**src/lsuPkg.sv**
```systemverilog
`default_nettype none

package lsuPkg;

    localparam int idWidth  = 6;
    localparam int regWidth = 6;

    // Unmapped segments folded onto physical space
    localparam logic [31:0] kseg0Base = 32'h8000_0000;
    localparam logic [31:0] kseg1Base = 32'hA000_0000;
    localparam logic [31:0] ksegSize  = 32'h2000_0000;

    localparam int ramWords   = 1024;
    localparam int ramIdxBits = $clog2(ramWords);

    typedef enum logic [3:0] {
        opNone,
        opLb,
        opLbu,
        opLh,
        opLhu,
        opLw,
        opSb,
        opSh,
        opSw
    } memOp;

    typedef enum logic [1:0] {
        clsNone,
        clsLoad,
        clsStore
    } opClass;

    // Issued micro-op
    typedef struct packed {
        memOp                op;
        logic [idWidth-1:0]  id;
        logic [regWidth-1:0] dst;
        logic [15:0]         imm;
    } lsuUop;

    // Address side of the captured op
    typedef struct packed {
        opClass      cls;
        logic [31:0] addr;
        logic [1:0]  offset;
        logic [31:0] storeData;
    } lsuAddrInfo;

    typedef struct packed {
        logic [regWidth-1:0] dst;
        logic [31:0]         data;
    } wbInfo;

endpackage

`default_nettype wire

```
**src/loadAlign.sv**
```systemverilog
`timescale 1ns/1ps
`default_nettype none

module loadAlign import lsuPkg::*; (
    input  logic               clk,
    input  logic               rst,
    input  logic               loadDone,
    input  logic               storeFinish,
    input  lsuUop              curUop,
    input  logic [1:0]         offset,
    input  logic [31:0]        respData,
    output logic               wbValid,
    output wbInfo              wb,
    output logic               finishValid,
    output logic [idWidth-1:0] finishId
);

    logic [7:0]  byteLane;
    logic [15:0] halfLane;
    logic [31:0] loadData;

    assign byteLane = respData[{offset, 3'b000} +: 8];
    assign halfLane = offset[1] ? respData[31:16] : respData[15:0];

    always_comb begin
        case (curUop.op)
            opLb:    loadData = {{24{byteLane[7]}}, byteLane};
            opLbu:   loadData = {24'b0, byteLane};
            opLh:    loadData = {{16{halfLane[15]}}, halfLane};
            opLhu:   loadData = {16'b0, halfLane};
            default: loadData = respData;
        endcase
    end

    //////////////////////////////
    // Report registers
    //////////////////////////////

    always_ff @(posedge clk) begin
        if (rst) begin
            wbValid     <= 1'b0;
            finishValid <= 1'b0;
        end else begin
            wbValid     <= loadDone;
            finishValid <= loadDone || storeFinish;
        end
    end

    always_ff @(posedge clk) begin
        if (loadDone) begin
            wb.dst  <= curUop.dst;
            wb.data <= loadData;
        end
        if (loadDone || storeFinish) begin
            finishId <= curUop.id;
        end
    end

endmodule

`default_nettype wire

```
**config.mk**
```make
export PLATFORM = sky130hd
export DESIGN_NAME = loadAlign
export DESIGN_NICKNAME = d
export VERILOG_FILES = /design/src/lsuPkg.sv /design/src/loadAlign.sv
export SDC_FILE = /design/constraint.sdc
export NUM_CORES = 1
export LEC_CHECK = 0
export BUFFER_PORTS_ARGS = -buffer_cell sky130_fd_sc_hd__buf_2
export CORE_MARGIN = 2
export CORE_UTILIZATION = 27
export CTS_CLUSTER_DIAMETER = 150
export DETAILED_ROUTE_END_ITERATION = 8
export GPL_ROUTABILITY_DRIVEN = 0
export SLEW_MARGIN = 20
export SYNTH_ARGS = -nofsm -noshare
export SYNTH_HDL_FRONTEND = slang
export SYNTH_SLANG_ARGS = --single-unit
```
**constraint.sdc**
```tcl
create_clock -name clk -period 2.83 [get_ports clk]
set_input_delay 0.1415 -clock clk [delete_from_list [all_inputs] [get_ports clk]]
set_output_delay 0.1415 -clock clk [all_outputs]
set_load 0.005 [all_outputs]
```
==> flow_summary.toml <==
[worst_setup_path]
cp-start-kind = "primary input"
cp.required_ns = 3.00
slowest_stage = "a211oi_2"
worst-setup-path-type = "primary input to flip-flop"
crit_path_cell_trace = "buf_2 -> mux4_2 -> nor2_1 -> a211oi_2 -> buf_4 -> a21o_1"
arrival_ns = 1.78
critPathMaxFanout = 10
slowest_delay_ns = 0.59
endpoint_kind = "flip-flop"

[pwr]
ir_drop_v = 0.0001971
power.leakage_nw = 1.250
p_per_area_mw_per_mm2 = 531.4

[synthesis]
ys_types = 29
avgSynthCellArea_um2 = 14.49
syn_nets = 213
synth_top_cell_area_share_pct = 63.77
ys_warn_count = 0
syn-cell-area_mm2 = 0.002072
synth_seq_cells = 46
synthTopCellsByArea = "edfxtp_1, a21o_1, mux2i_1, mux2_2, o211ai_1"
synth_cells = 143
yosysSeqAreaShare_pct = 65.70
yosysTopAreaCell = "edfxtp_1"

[finish]
syn_to_final_growth_pct = 34.42
layout_commonest_cell = "buf_2"
fin_nets = 318
final_cell_mix = "buf_2, edfxtp_1, a21o_1, nand2_1"
fill_cells = 736
final_layout_size_suffix_gt1_share_pct = 49.00
diodes = 0

[hold_path]
hold_path_end = "finishId[4]"
hold-path-cell-count = 1
hp-class = "primary input to flip-flop"
min-delay-start = "curUop[26]"

[route]
wire_per_inst_um = 15.53
dr_wl_met3_um = 407
via_count = 1627
route.detailed.drc = 0
highest_layer = "met4"
met1Wirelength_um = 2370
wirelength_um = 5405
viasPerCell = 4.675
drt_iter0_drc = 39
met2_length_um = 2458
ant_nets = 0
dr.pass1.iters = 4

[global_route]
grt_pass1_vias = 1618
grt-ovfl-total = 0
antenna_found_initial = 0
track_usage_pct = 12.77
grt_max_degree = 27
grt_pass1_wl_um = 8211

[clock_tree]
cts_root_buf = "clkbuf_8"
clkTransAtPathRegs_ns = 0.09
numCtsBuffers = 5
h-tree-depth = 2
clock-sinks = 46
cts_tree = "built"
clockBufferDepth = 2
post_cts_buffers = 0

[timing]
worst_pin_slew_ns = 0.8047
timing.slew.headroom_pct = 46.16
period_needed_ns = 1.614
fmax_ghz = 0.6197
setup_viol = 0
tns_ns = 0
setup_slack_ns = 1.216
min_period_over_period_pct = 57.03
finalHoldViolCount = 0
drv_slew = 0
rsz0062_at_grt = "false"

[placement]
numPortBuffers = 99
pre_cts_ws_ns = 0.8562
dp_hpwl_um = 3977

[run_status]
outcome = "complete, no violations"

[floorplanning]
fp.dieW_um = 91.60
rows = 31
dieArea_mm2 = 0.008391
coreArea_mm2 = 0.007331
ios = 116
start_util_pct = 28.26
dieHeight_um = 91.60

[job]
max_cap_viol_count = 0
logic make-up after synthesis:
logic type             count (synthesis)  share of synthesized area, %
XOR/XNOR                               1                        0.4228
flip-flops                            46                         65.70
AO/OA/AOI/OAI                         38                         14.61
AND/OR/NAND/NOR                       31                         7.066
buffers and inverters                 11                         3.442
multiplexers                          16                         8.756
how the worst max path moves through the flow:
stage / end / from
3_3_place_gp: wb[12] / curUop[28]
6_report: wb[23] / offset[1]
2_1_floorplan: wb[0] / curUop[28]
3_5_place_dp: wb[23] / offset[1]
4_1_cts: wb[23] / offset[1]
5_1_grt: wb[31] / offset[1]
synthesized netlist by cell type:
library cell / count
clkbuf_1: 2
mux2i_1: 8
nor4bb_1: 1
edfxtp_1: 44
or3_1: 1
dfxtp_1: 2
o21a_1: 1
nand2_1: 11
o21ai_0: 1
nor2b_1: 2
xor2_1: 1
nand3_1: 2
o211ai_1: 10
mux4_2: 1
a211oi_2: 1
buf_2: 3
nor4b_1: 1
a211oi_1: 1
a221o_1: 7
a21o_1: 16
nand4b_1: 1
or2_2: 1
buf_6: 3
inv_1: 2
buf_4: 1
mux2_2: 7
nor3_1: 1
nor2_1: 10
a21oi_1: 1
where the power goes:
part           internal, W  switching (W)
clock network     0.000174       0.000227
registers         0.000821      0.0000145
logic             0.000123       0.000121
critical path, delay by kind of cell:
family / cells / cell delay (ns)
AO/OA/AOI/OAI: 2 / 0.70
buffers and inverters: 2 / 0.58
multiplexers: 1 / 0.29
AND/OR/NAND/NOR: 1 / 0.05
state kept, by name (all words and copies together) (netlist names):
| name | count |
|---|---|
| wb | 38 |
| finishId | 6 |
| finishValid | 1 |
| wbValid | 1 |
metal layers:
| metal | GRT usage (%) | vias to the layer above |
|---|---|---|
| met5 | 0 | - |
| met1 | 16.37 | 775 |
| met2 | 20.28 | 76 |
| li1 | - | 765 |
| met3 | 3.237 | 11 |
| met4 | 5.682 | 0 |
area by class of cell:
cell class | instances | area, um^2 | area share (%)
timing repair buffer | 107 | 563.0 | 20.22
multi-input combinational | 86 | 639.4 | 22.96
clock inverter | 3 | 21.27 | 0.7637
clock buffer | 5 | 68.82 | 2.471
inverter | 2 | 7.507 | 0.2695
sequential | 46 | 1361 | 48.88
tap | 99 | 123.9 | 4.447
stage by stage:
step           total power, W  hold slack [ns]  util, %  cell area, um^2  std cells
2_1_floorplan       0.0009589           0.2131        -             2072        143
3_3_place_gp         0.001091           0.3184    36.35             2665        337
3_5_place_dp         0.001097           0.3199    36.35             2665        337
4_1_cts              0.001498         0.003716    37.72             2765        346
5_1_grt              0.001560         0.002084    37.99             2785        348
6_report             0.001480          0.01629    37.99             2785        348
repair_timing:
| item | in CTS | in global routing |
|---|---|---|
| hold endpoints to repair | 1 | 2 |
| gates resized for setup | 0 | 0 |
| hold buffers | 1 | 2 |
(Power assumes the default switching activity.)
