--- src/lsuPkg.sv ---
`default_nettype none

package lsuPkg;

    localparam int idWidth  = 6;
    localparam int regWidth = 6;

    // Unmapped segments folded onto physical space
    localparam logic [31:0] kseg0Base = 32'h8000_0000;
    localparam logic [31:0] kseg1Base = 32'hA000_0000;
    localparam logic [31:0] ksegSize  = 32'h2000_0000;

    localparam int ramWords   = 1024;
    localparam int ramIdxBits = $clog2(ramWords);

    typedef enum logic [3:0] {
        opNone,
        opLb,
        opLbu,
        opLh,
        opLhu,
        opLw,
        opSb,
        opSh,
        opSw
    } memOp;

    typedef enum logic [1:0] {
        clsNone,
        clsLoad,
        clsStore
    } opClass;

    // Issued micro-op
    typedef struct packed {
        memOp                op;
        logic [idWidth-1:0]  id;
        logic [regWidth-1:0] dst;
        logic [15:0]         imm;
    } lsuUop;

    // Address side of the captured op
    typedef struct packed {
        opClass      cls;
        logic [31:0] addr;
        logic [1:0]  offset;
        logic [31:0] storeData;
    } lsuAddrInfo;

    typedef struct packed {
        logic [regWidth-1:0] dst;
        logic [31:0]         data;
    } wbInfo;

endpackage

`default_nettype wire

--- src/lsuIssue.sv ---
`timescale 1ns/1ps
`default_nettype none

module lsuIssue import lsuPkg::*; (
    input  logic        clk,
    input  logic        rst,
    input  logic        take,
    input  logic        uopValid,
    input  lsuUop       uop,
    input  logic [31:0] rsBase,
    input  logic [31:0] rsData,
    output lsuUop       curUop,
    output lsuAddrInfo  addrInfo
);

    logic [31:0] effAddr;
    logic [31:0] physAddr;
    opClass      newClass;

    function automatic opClass classOf(input memOp op);
        case (op)
            opLb, opLbu, opLh, opLhu, opLw: classOf = clsLoad;
            opSb, opSh, opSw:               classOf = clsStore;
            default:                        classOf = clsNone;
        endcase
    endfunction

    // kseg0 and kseg1 alias the same low 512 MB
    function automatic logic [31:0] foldAddr(input logic [31:0] va);
        if (va >= kseg0Base && va < kseg0Base + ksegSize) begin
            foldAddr = va - kseg0Base;
        end else if (va >= kseg1Base && va < kseg1Base + ksegSize) begin
            foldAddr = va - kseg1Base;
        end else begin
            foldAddr = va;
        end
    endfunction

    assign effAddr  = rsBase + {{16{uop.imm[15]}}, uop.imm};
    assign physAddr = foldAddr(effAddr);
    assign newClass = uopValid ? classOf(uop.op) : clsNone;

    //////////////////////////////
    // Issue register
    //////////////////////////////

    // A take without uopValid empties the register
    always_ff @(posedge clk) begin
        if (rst) begin
            curUop.op    <= opNone;
            addrInfo.cls <= clsNone;
        end else if (take) begin
            curUop.op    <= uopValid ? uop.op : opNone;
            addrInfo.cls <= newClass;
            if (uopValid) begin
                curUop.id          <= uop.id;
                curUop.dst         <= uop.dst;
                curUop.imm         <= uop.imm;
                addrInfo.addr      <= {physAddr[31:2], 2'b00};
                addrInfo.offset    <= physAddr[1:0];
                addrInfo.storeData <= rsData;
            end
        end
    end

endmodule

`default_nettype wire

--- config.mk ---
export PLATFORM = sky130hd
export DESIGN_NAME = lsuIssue
export DESIGN_NICKNAME = d
export VERILOG_FILES = /design/src/lsuPkg.sv /design/src/lsuIssue.sv
export SDC_FILE = /design/constraint.sdc
export NUM_CORES = 1
export LEC_CHECK = 0
export BUFFER_PORTS_ARGS = -buffer_cell sky130_fd_sc_hd__buf_4
export CORE_MARGIN = 2
export CORE_UTILIZATION = 44
export DETAILED_ROUTE_END_ITERATION = 10
export PLACE_DENSITY = 0.8
export SYNTH_ARGS = -nofsm -noshare
export SYNTH_HDL_FRONTEND = slang
export SYNTH_SLANG_ARGS = --single-unit
export TNS_END_PERCENT = 20
--- constraint.sdc ---
create_clock -name clk -period 6 [get_ports clk]
set_input_delay 0.9 -clock clk [delete_from_list [all_inputs] [get_ports clk]]
set_output_delay 0.9 -clock clk [all_outputs]
set_load 0.005 [all_outputs]
==> results by group <==
Outcome
  • Status: finished, final reports clean

Synthesis
  • Post-synthesis sequential area ratio: 0.593
  • Post-synth EDFFs: 92
  • YS warnings: 0
  • Primary FF master, synth: edfxtp_1
  • Largest family of logic cells by synthesized area: compound AO/OA/AOI/OAI gates
  • #FFs+latches synth: 98
  • Post-synthesis compound-gate area fraction: 0.146
  • Area share of fa/ha/maj cells after synthesis: 0.0864
  • Simple-gate share of the synthesized area: 0.102
  • Fraction of registers with async set/reset: 0
  • Post-synthesis average cell area: 12.5 sq um
  • Xor and xnor area share after synthesis: 0.0486
  • Mux cell area share after synthesis: 0.00206
  • Count of cell types in the netlist: 54
  • Mapped cell area: 4860 sq um
  • Cells after Synth: 388

Critical path
  • Worst Path Arrival: 3740 ps
  • CP Data Required Time: 6100 ps
  • Crit path kind: primary input to flop
  • Startpoint Class: primary input
  • Crit end category: flop
  • Worst Path Max Fanout: 4

Clock tree
  • CTS Sinks: 98
  • Clk root buf: clkbuf_8
  • Setup repair bufs after CTS: 0
  • H-tree depth: 3
  • Clock Latency Late Sink: 350 ps
  • Cts hold-fix bufs: 0
  • Worst-path clk slew: 90 ps
  • Max clock buf depth: 2
  • CTS tree: done
  • # resized after CTS: 0
  • TritonCTS Buffers: 9

Routing
  • Final wirelength: 11700 um
  • Router iterations before antenna repair: 4
  • DRC viols: 0
  • Initial detailed-routing violation count: 188
  • Vias: 3796
  • Avg Vias per Cell: 5.19
  • Wire length per cell: 16.0 um
  • ANT nets after route: 0

Layout
  • Filler cell count: 854
  • Fin cells: 732
  • Commonest non-fill, non-tap cell in the layout: buf_4
  • # diodes: 0
  • Share of cells above drive strength 1: 0.390
  • Nets: 721
  • Area Growth Syn to Fin: 36.6%
  • Core Util, Final: 0.616
  • Most frequent cells in the layout: buf_4 (198), edfxtp_1 (92), a21oi_1 (37), ha_1 (32), nand2_1 (31)

Global routing
  • Initial antenna violation count: 0
  • Largest net degree at the start of global routing: 93
  • GRT Total Usage: 0.189
  • Vias in the first global route: 3616
  • Gr ovfl total: 0
  • Global-route wire length before repair: 17300 um

Floorplanning
  • Core area: 10800 sq um
  • Die Span Y: 109 um
  • Initial Utilization: 0.451
  • Die ar.: 11900 sq um
  • FP Rows: 38
  • I/O pin count: 200
  • Die Width: 109 um

Timing
  • Final setup TNS: 0 ps
  • Worst relative slew slack: 0.238
  • Worst hold slack: 528 ps
  • Final Cycle Share: 0.608
  • # setup viols final: 0
  • Worst Skew: 0 ps
  • Tmin final: 3650 ps
  • Worst-Margin Slew: 1140 ps
  • Final Max Slew Viols: 0
  • Fmax: 274 MHz
  • Final Hold Viols: 0
  • Unrepaired setup endpoints after global routing: false

Job
  • Max Cap Viol: 0

Place
  • Placed Instances: 717
  • Buffers added on ports: 197
  • HPWL after detailed placement: 9150 um
  • Routability cong.: 0.895

Pwr
  • P per Cell Area: 229 nW/um^2
  • Leak: 2.76 nW
  • Pwr Total: 0.00152 W
  • Worst VDD drop: 131 uV

Worst hold path
  • Hold WC Path Type: flop to flop
-- per-stage QoR --
stage / area, sq um / setup WS, ps
after CTS: 6650 / 2400
after detailed placement: 6490 / 2030
final: 6650 / 2350
after global routing: 6650 / 2140
after floorplan: 4870 / 138
after global placement: 6490 / 2130
-- critical path, cell delays in order --
cell and delay, ps:
buf_4 110, ha_1 230, fa_1 440, a211oi_2 280
o21ai_1 150, a21oi_1 270, o21bai_1 160, a21oi_1 310
nor4_2 80, a311oi_2 390, ha_1 300, inv_1 50
o31ai_1 60
-- flip-flops by register name, summed over array words and instances (netlist names) --
register	count
addrInfo	66
curUop	32
-- routing by layer --
layer	global-route usage	wire [um]	vias to the layer above	part of all wire
met3	0.0371	893	19	0.076
met2	0.339	5880	148	0.50
met5	0	0	-	0
met4	0.0870	234	0	0.020
met1	0.217	4740	1769	0.40
li1	-	-	1860	-
-- cells in the mapped netlist (3+ instances only) --
| cell | count | share of area |
|---|---|---|
| dfxtp_1 | 6 | 0.025 |
| inv_1 | 14 | 0.011 |
| nand3_1 | 10 | 0.010 |
| nor2b_1 | 4 | 0.0051 |
| o21ai_1 | 6 | 0.0062 |
| nor2_1 | 24 | 0.019 |
| a21oi_2 | 4 | 0.0072 |
| ha_1 | 32 | 0.082 |
| a21oi_1 | 37 | 0.038 |
| xor2_1 | 7 | 0.013 |
| nand2_1 | 31 | 0.024 |
| nor3_1 | 5 | 0.0051 |
| a21o_1 | 9 | 0.014 |
| a22oi_1 | 6 | 0.0093 |
| edfxtp_1 | 92 | 0.57 |
| xnor2_1 | 20 | 0.036 |
| o21a_1 | 3 | 0.0046 |
| nand4_1 | 4 | 0.0051 |
| and2_1 | 4 | 0.0051 |
| clkbuf_1 | 5 | 0.0039 |
| o21bai_1 | 5 | 0.0077 |
| a211oi_1 | 3 | 0.0046 |
| buf_4 | 3 | 0.0046 |
| o21ai_0 | 17 | 0.017 |
-- cell families after synthesis --
logic type / Yosys count
other: 1
adder cells (fa/ha/maj): 33
AO/OA/AOI/OAI: 108
AND/OR/NAND/NOR: 96
multiplexers: 1
flip-flops: 98
XOR/XNOR: 27
buffers and inverters: 24
-- report_power, final --
group	switching [W]	internal (W)
Clock	0.000219	0.000150
Combinational	0.000175	0.000171
Sequential	0.0000105	0.000798
-- cell type report --
| class | count | area [sq um] | area share |
|---|---|---|---|
| Clock inverter | 4 | 28.8 | 0.00433 |
| Tap cell | 140 | 175 | 0.0264 |
| Inverter | 14 | 52.6 | 0.00791 |
| Multi-Input combinational cell | 267 | 1890 | 0.284 |
| Clock buffer | 11 | 131 | 0.0198 |
| Sequential cell | 98 | 2880 | 0.434 |
| Timing Repair Buffer | 198 | 1490 | 0.224 |
-- final timing paths --
| path | from | endpoint | slack (ps) | cells past startpoint |
|---|---|---|---|---|
| worst max-delay path | uop[0] | addrInfo[64] | 2350 | 13 |
| worst min-delay path | curUop[28] | curUop[28] | 530 | 2 |
| worst max register to register | curUop[30] | curUop[30] | 5320 | 2 |
| worst min register to register | curUop[28] | curUop[28] | 530 | 2 |
Power figures use the tool's default switching activity.
