[config.mk]
export PLATFORM = sky130hd
export DESIGN_NAME = lsuControl_flat
export DESIGN_NICKNAME = d
export VERILOG_FILES = /design/src/lsuPkg.sv /design/src/memBus.sv /design/src/lsuControl.sv /design/src/flat_wrapper.sv
export SDC_FILE = /design/constraint.sdc
export NUM_CORES = 1
export LEC_CHECK = 0
export BUFFER_PORTS_ARGS = -buffer_cell sky130_fd_sc_hd__buf_2
export CAP_MARGIN = 20
export CORE_AREA = 2 2 81 83
export CTS_BUF_LIST = sky130_fd_sc_hd__clkbuf_16
export CTS_CLUSTER_DIAMETER = 30
export CTS_CLUSTER_SIZE = 14
export DETAILED_ROUTE_END_ITERATION = 8
export DIE_AREA = 0 0 83 85
export HOLD_SLACK_MARGIN = 0.03
export MAX_ROUTING_LAYER = met4
export SLEW_MARGIN = 20
export SYNTH_ARGS = -nofsm -noshare
export SYNTH_HDL_FRONTEND = slang
export SYNTH_SLANG_ARGS = --single-unit
[constraint.sdc]
create_clock -name clk -period 3 [get_ports clk]
set_input_delay 0.9 -clock clk [delete_from_list [all_inputs] [get_ports clk]]
set_output_delay 0.9 -clock clk [all_outputs]
set_load 0.05 [all_outputs]
[src/lsuPkg.sv]
`default_nettype none

package lsuPkg;

    localparam int idWidth  = 6;
    localparam int regWidth = 6;

    // Unmapped segments folded onto physical space
    localparam logic [31:0] kseg0Base = 32'h8000_0000;
    localparam logic [31:0] kseg1Base = 32'hA000_0000;
    localparam logic [31:0] ksegSize  = 32'h2000_0000;

    localparam int ramWords   = 1024;
    localparam int ramIdxBits = $clog2(ramWords);

    typedef enum logic [3:0] {
        opNone,
        opLb,
        opLbu,
        opLh,
        opLhu,
        opLw,
        opSb,
        opSh,
        opSw
    } memOp;

    typedef enum logic [1:0] {
        clsNone,
        clsLoad,
        clsStore
    } opClass;

    // Issued micro-op
    typedef struct packed {
        memOp                op;
        logic [idWidth-1:0]  id;
        logic [regWidth-1:0] dst;
        logic [15:0]         imm;
    } lsuUop;

    // Address side of the captured op
    typedef struct packed {
        opClass      cls;
        logic [31:0] addr;
        logic [1:0]  offset;
        logic [31:0] storeData;
    } lsuAddrInfo;

    typedef struct packed {
        logic [regWidth-1:0] dst;
        logic [31:0]         data;
    } wbInfo;

endpackage

`default_nettype wire

[src/memBus.sv]
`timescale 1ns/1ps
`default_nettype none

// Request channel for reads and writes
interface memReqIf;
    logic        valid;
    logic        ready;
    logic        write;
    logic [31:0] addr;
    logic [31:0] data;
    logic [3:0]  strobe;

    modport lsu (output valid, write, addr, data, strobe, input ready);
    modport mem (input valid, write, addr, data, strobe, output ready);
endinterface

// Response channel carrying read data only
interface memRespIf;
    logic        valid;
    logic        ready;
    logic [31:0] data;

    modport lsu (input valid, data, output ready);
    modport mem (output valid, data, input ready);
endinterface

`default_nettype wire

[src/lsuControl.sv]
`timescale 1ns/1ps
`default_nettype none

module lsuControl import lsuPkg::*; (
    input  logic       clk,
    input  logic       rst,
    input  logic       flush,
    input  logic       fireStore,
    input  lsuUop      curUop,
    input  lsuAddrInfo addrInfo,
    output logic       take,
    output logic       busy,
    output logic       loadDone,
    output logic       storeFinish,
    memReqIf.lsu       req,
    memRespIf.lsu      resp
);

    typedef enum logic [2:0] {
        sIdle,
        sLoadReq,
        sLoadResp,
        sStoreHold,
        sStoreFire,
        sRecover,
        sReset
    } lsuState;

    lsuState     state;
    lsuState     nextState;
    logic        hasLoad;
    logic        hasStore;
    logic        loadPhase;
    logic        opDone;
    logic [3:0]  storeStrobe;
    logic [31:0] storeLanes;

    assign hasLoad  = addrInfo.cls == clsLoad;
    assign hasStore = addrInfo.cls == clsStore;

    // A fresh load already requests from the idle cycle
    assign loadPhase = (state == sIdle && hasLoad) || state == sLoadReq;

    always_ff @(posedge clk) begin
        if (rst) begin
            state <= sReset;
        end else begin
            state <= nextState;
        end
    end

    //////////////////////////////
    // Next state
    //////////////////////////////

    always_comb begin
        nextState = state;
        case (state)
            sIdle, sLoadReq: begin
                if (loadPhase) begin
                    // An accepted request must still be drained
                    if (flush) begin
                        nextState = req.ready ? sRecover : sReset;
                    end else if (req.ready) begin
                        nextState = sLoadResp;
                    end else begin
                        nextState = sLoadReq;
                    end
                end else if (hasStore) begin
                    if (flush) begin
                        nextState = sReset;
                    end else if (fireStore) begin
                        nextState = sStoreFire;
                    end else begin
                        nextState = sStoreHold;
                    end
                end
            end
            sLoadResp: begin
                if (resp.valid) begin
                    nextState = flush ? sReset : sIdle;
                end else if (flush) begin
                    nextState = sRecover;
                end
            end
            sStoreHold: begin
                if (flush) begin
                    nextState = sReset;
                end else if (fireStore) begin
                    nextState = sStoreFire;
                end
            end
            sStoreFire: begin
                // A committed store ignores flush
                if (req.ready) begin
                    nextState = sIdle;
                end
            end
            sRecover: begin
                if (resp.valid) begin
                    nextState = sIdle;
                end
            end
            sReset: begin
                if (!flush) begin
                    nextState = sIdle;
                end
            end
            default: begin
                nextState = sReset;
            end
        endcase
    end

    // Lane strobes and replicated store data
    always_comb begin
        case (curUop.op)
            opSb: begin
                storeStrobe = 4'b0001 << addrInfo.offset;
                storeLanes  = {4{addrInfo.storeData[7:0]}};
            end
            opSh: begin
                storeStrobe = addrInfo.offset[1] ? 4'b1100 : 4'b0011;
                storeLanes  = {2{addrInfo.storeData[15:0]}};
            end
            default: begin
                storeStrobe = 4'b1111;
                storeLanes  = addrInfo.storeData;
            end
        endcase
    end

    assign req.valid  = loadPhase || state == sStoreFire;
    assign req.write  = state == sStoreFire;
    assign req.addr   = addrInfo.addr;
    assign req.data   = storeLanes;
    assign req.strobe = (state == sStoreFire) ? storeStrobe : 4'b0000;
    assign resp.ready = state == sLoadResp || state == sRecover;

    assign loadDone    = state == sLoadResp && resp.valid && !flush;
    assign storeFinish = state == sIdle && hasStore && !flush;

    assign opDone = loadDone || (state == sStoreFire && req.ready)
                    || (state == sRecover && resp.valid);

    // The issue register loads when empty, after reset recovery, or as an op ends
    assign take = (state == sIdle && addrInfo.cls == clsNone)
                  || (state == sReset && !flush) || opDone;

    assign busy = (state == sIdle) ? addrInfo.cls != clsNone : state != sReset;

endmodule

`default_nettype wire

[src/flat_wrapper.sv]
// flat-port wrapper written by rule: the top's interface ports become plain ports
module lsuControl_flat import lsuPkg::*;
  (clk, rst, flush, fireStore, curUop, addrInfo, take, busy, loadDone, storeFinish, req_valid, req_write, req_addr, req_data, req_strobe, req_ready, resp_valid, resp_data, resp_ready);
  memReqIf req_i ();
  memRespIf resp_i ();
  input  logic clk;
  input  logic rst;
  input  logic flush;
  input  logic fireStore;
  input  lsuUop curUop;
  input  lsuAddrInfo addrInfo;
  output logic take;
  output logic busy;
  output logic loadDone;
  output logic storeFinish;
  output wire logic [$bits(req_i.valid)-1:0] req_valid;
  output wire logic [$bits(req_i.write)-1:0] req_write;
  output wire logic [$bits(req_i.addr)-1:0] req_addr;
  output wire logic [$bits(req_i.data)-1:0] req_data;
  output wire logic [$bits(req_i.strobe)-1:0] req_strobe;
  input wire logic [$bits(req_i.ready)-1:0] req_ready;
  input wire logic [$bits(resp_i.valid)-1:0] resp_valid;
  input wire logic [$bits(resp_i.data)-1:0] resp_data;
  output wire logic [$bits(resp_i.ready)-1:0] resp_ready;
  assign req_valid = req_i.valid;
  assign req_write = req_i.write;
  assign req_addr = req_i.addr;
  assign req_data = req_i.data;
  assign req_strobe = req_i.strobe;
  assign req_i.ready = req_ready;
  assign resp_i.valid = resp_valid;
  assign resp_i.data = resp_data;
  assign resp_ready = resp_i.ready;
  lsuControl u_core (.clk(clk), .rst(rst), .flush(flush), .fireStore(fireStore), .curUop(curUop), .addrInfo(addrInfo), .take(take), .busy(busy), .loadDone(loadDone), .storeFinish(storeFinish), .req(req_i), .resp(resp_i));
endmodule
==> impl_metrics.ini <==
[logic_synthesis]
synth_area_leaders = buf_4 26%, mux2_2 16%, mux2i_1 8.7%
synth_cell_types = 34
synth_edf_count = 0
async_flop_share = 0
synth_commonest_cells = 40 x buf_4, 16 x mux2_2, 14 x o21ai_0
ys_seq_elements = 3
netlist_area_um2 = 1150
synthMostInstantiatedCell = buf_4
yosysWarnings = 0
synthesis.nets = 300
yosysSeqAreaShare = 0.0521
synth_flop_cell = dfxtp_1
avgSynthCellArea_um2 = 7.11
yosys.area.top_type_share = 0.261
synth_area_leader_cell = buf_4
netlist_instances = 162

[cts]
htreeDepth = 1
root_buffer = clkbuf_16
cts_tree = yes
cts.sinks = 3
insertion_delay_ps = 220
cts_max_path_buffers = 2
path_clk_slew_ps = 30
hold_buffers = 0
cts_made_buffers = 3

[route]
wirelength_um = 3300
first_iter_violations = 43
ant_nets = 0
first_pass_iters = 4
viasPerCell = 4.51
met1_length_um = 1340
routed.top_layer = met4
drc = 0
wl_per_cell_um = 11.4
route.met2.wl_um = 1600
vias = 1302
wl_met3_um = 349

[final_layout]
area_growth_pct = 39.0
antenna_cells = 0
largest_reg_flops = 3
reg.largest.list = u_core.state (3)
fin_util = 0.258
num-nets-final = 351
final_area_um2 = 1600
fillers = 703
drive_gt1_frac = 0.632
top_register = u_core.state
stdcell_count = 289

[sta]
worst_slack_ps = 14.9
maxSlewHeadroom = 0.591
setup_viol = 0
grt_setup_unrepaired = yes
fin_tns_setup_ps = 0
fmax_mhz = 335
holdWs_ps = 728
slew_violations = 0
skew_ps = 1.24
worst-slew-pin-transition_ps = 608
finalCritPeriodShare = 0.995
hold_viol = 0
min_period_ps = 2990

[outcome]
outcome = completed

[power_and_ir_drop]
clockPowerShare = 0.173
internal_power_uw = 501
p_leak_nw = 0.809
p_comb_frac = 0.716
p_sw_uw = 686
swShare = 0.578
p_per_area_nw_per_um2 = 742
ir_drop_mv = 0.543
p_total_mw = 1.19
p_seq_frac = 0.111

[placement]
portBuffers = 88
dp_hpwl_um = 2650
placed_cell_area_um2 = 1470
placed_cells = 284
dpl_worst_slack_ps = 38.5
gp_congestion = 0.834

[setup_path]
crit_type = in2out
cp.required_ps = 2100
setup.worst_path.start_class = input port
worstSetupEndpointType = output pin
critPathArrivalTime_ps = 2090
critPathMaxFanout = 8

[global_route]
grt_pass1_wl_um = 5330
grt_pass1_vias = 1170
antenna_found_initial = 0
grt_max_degree = 25
grt_overflow_total = 0
grt_usage = 0.0905

[floorplan]
die-width_um = 83
rows = 29
die_area_um2 = 7060
start_util = 0.186
core_area_um2 = 6200
ioPinCount = 213
die_y_um = 85

[flow_run]
max-cap-violations = 0

[min_path]
hp-class = reg2reg
-- layout by cell type, fill, tap and decap left out, drive strengths merged --
master,Yosys,routed
nor3,3,3
xnor2,1,1
a221oi,1,1
o21ai,14,14
or2,3,3
nor4,2,2
nand3b,3,3
nor2b,2,2
buf,43,95
mux2i,10,10
nand2,12,12
or2b,1,1
o21bai,1,1
a211o,1,1
a221o,2,2
a2bb2oi,1,1
nand2b,4,4
nand3,1,1
nor2,12,12
a31oi,1,1
or3,1,1
inv,4,5
or4b,1,1
o41ai,1,1
nor4b,2,2
mux2,16,16
a21oi,9,9
o21ba,1,1
clkbuf,6,3
dfxtp,3,3
-- worst max-delay path, stage by stage --
cell	delay, ps
buf_2	90
nand3b_1	230
nor2_2	200
buf_12	150
mux2_2	330
buf_4	190
-- cell type report --
class                           count  area, um2  share of cell area
Sequential cell                     3       60.1              0.0375
Multi-Input combinational cell    106        796               0.497
Inverter                            4       15.0             0.00937
Clock buffer                        3       75.1              0.0469
Timing Repair Buffer               95        556               0.347
Tap cell                           77       96.3              0.0602
Clock inverter                      1       3.75             0.00234
-- layer usage --
metal	track usage	vias up
li1	-	633
met1	0.102	585
met2	0.158	78
met3	0.0292	6
met4	0.0194	0
met5	-	-
-- what timing repair did --
| action | CTS | global route |
|---|---|---|
| gates resized for setup | 0 | 24 |
| setup buffers | 0 | 1 |
| setup endpoints to repair | 0 | 15 |
-- cell families after synthesis --
family / share of synthesized area
muxes: 0.243
buffers and inverters: 0.312
xor gates and xnor gates: 0.00760
AOI/OAI and AO/OA: 0.172
DFF: 0.0521
and+or+nand+nor: 0.214
-- power by group through the flow --
stage	clock network [mW]	registers, mW	logic [mW]
after detailed placement	0	0.131	0.838
final	0.206	0.132	0.850
after global routing	0.217	0.141	0.899
after CTS	0.210	0.131	0.842
after floorplan	0	0.0724	0.849
after global placement	0	0.131	0.836
-- worst paths after layout --
| path | slack [ps] | startpoint | end | cells past startpoint |
|---|---|---|---|---|
| hold / removal | 730 | u_core.state[0]$_SDFFE_PP0P_ | u_core.state[0]$_SDFFE_PP0P_ | 2 |
| setup / recovery | 10 | curUop[31] | req_data[8] | 6 |
| setup reg to reg | 1040 | u_core.state[1]$_SDFFE_PP1P_ | u_core.state[1]$_SDFFE_PP1P_ | 5 |
| hold reg to reg | 730 | u_core.state[0]$_SDFFE_PP0P_ | u_core.state[0]$_SDFFE_PP0P_ | 2 |
(Power assumes the default switching activity.)
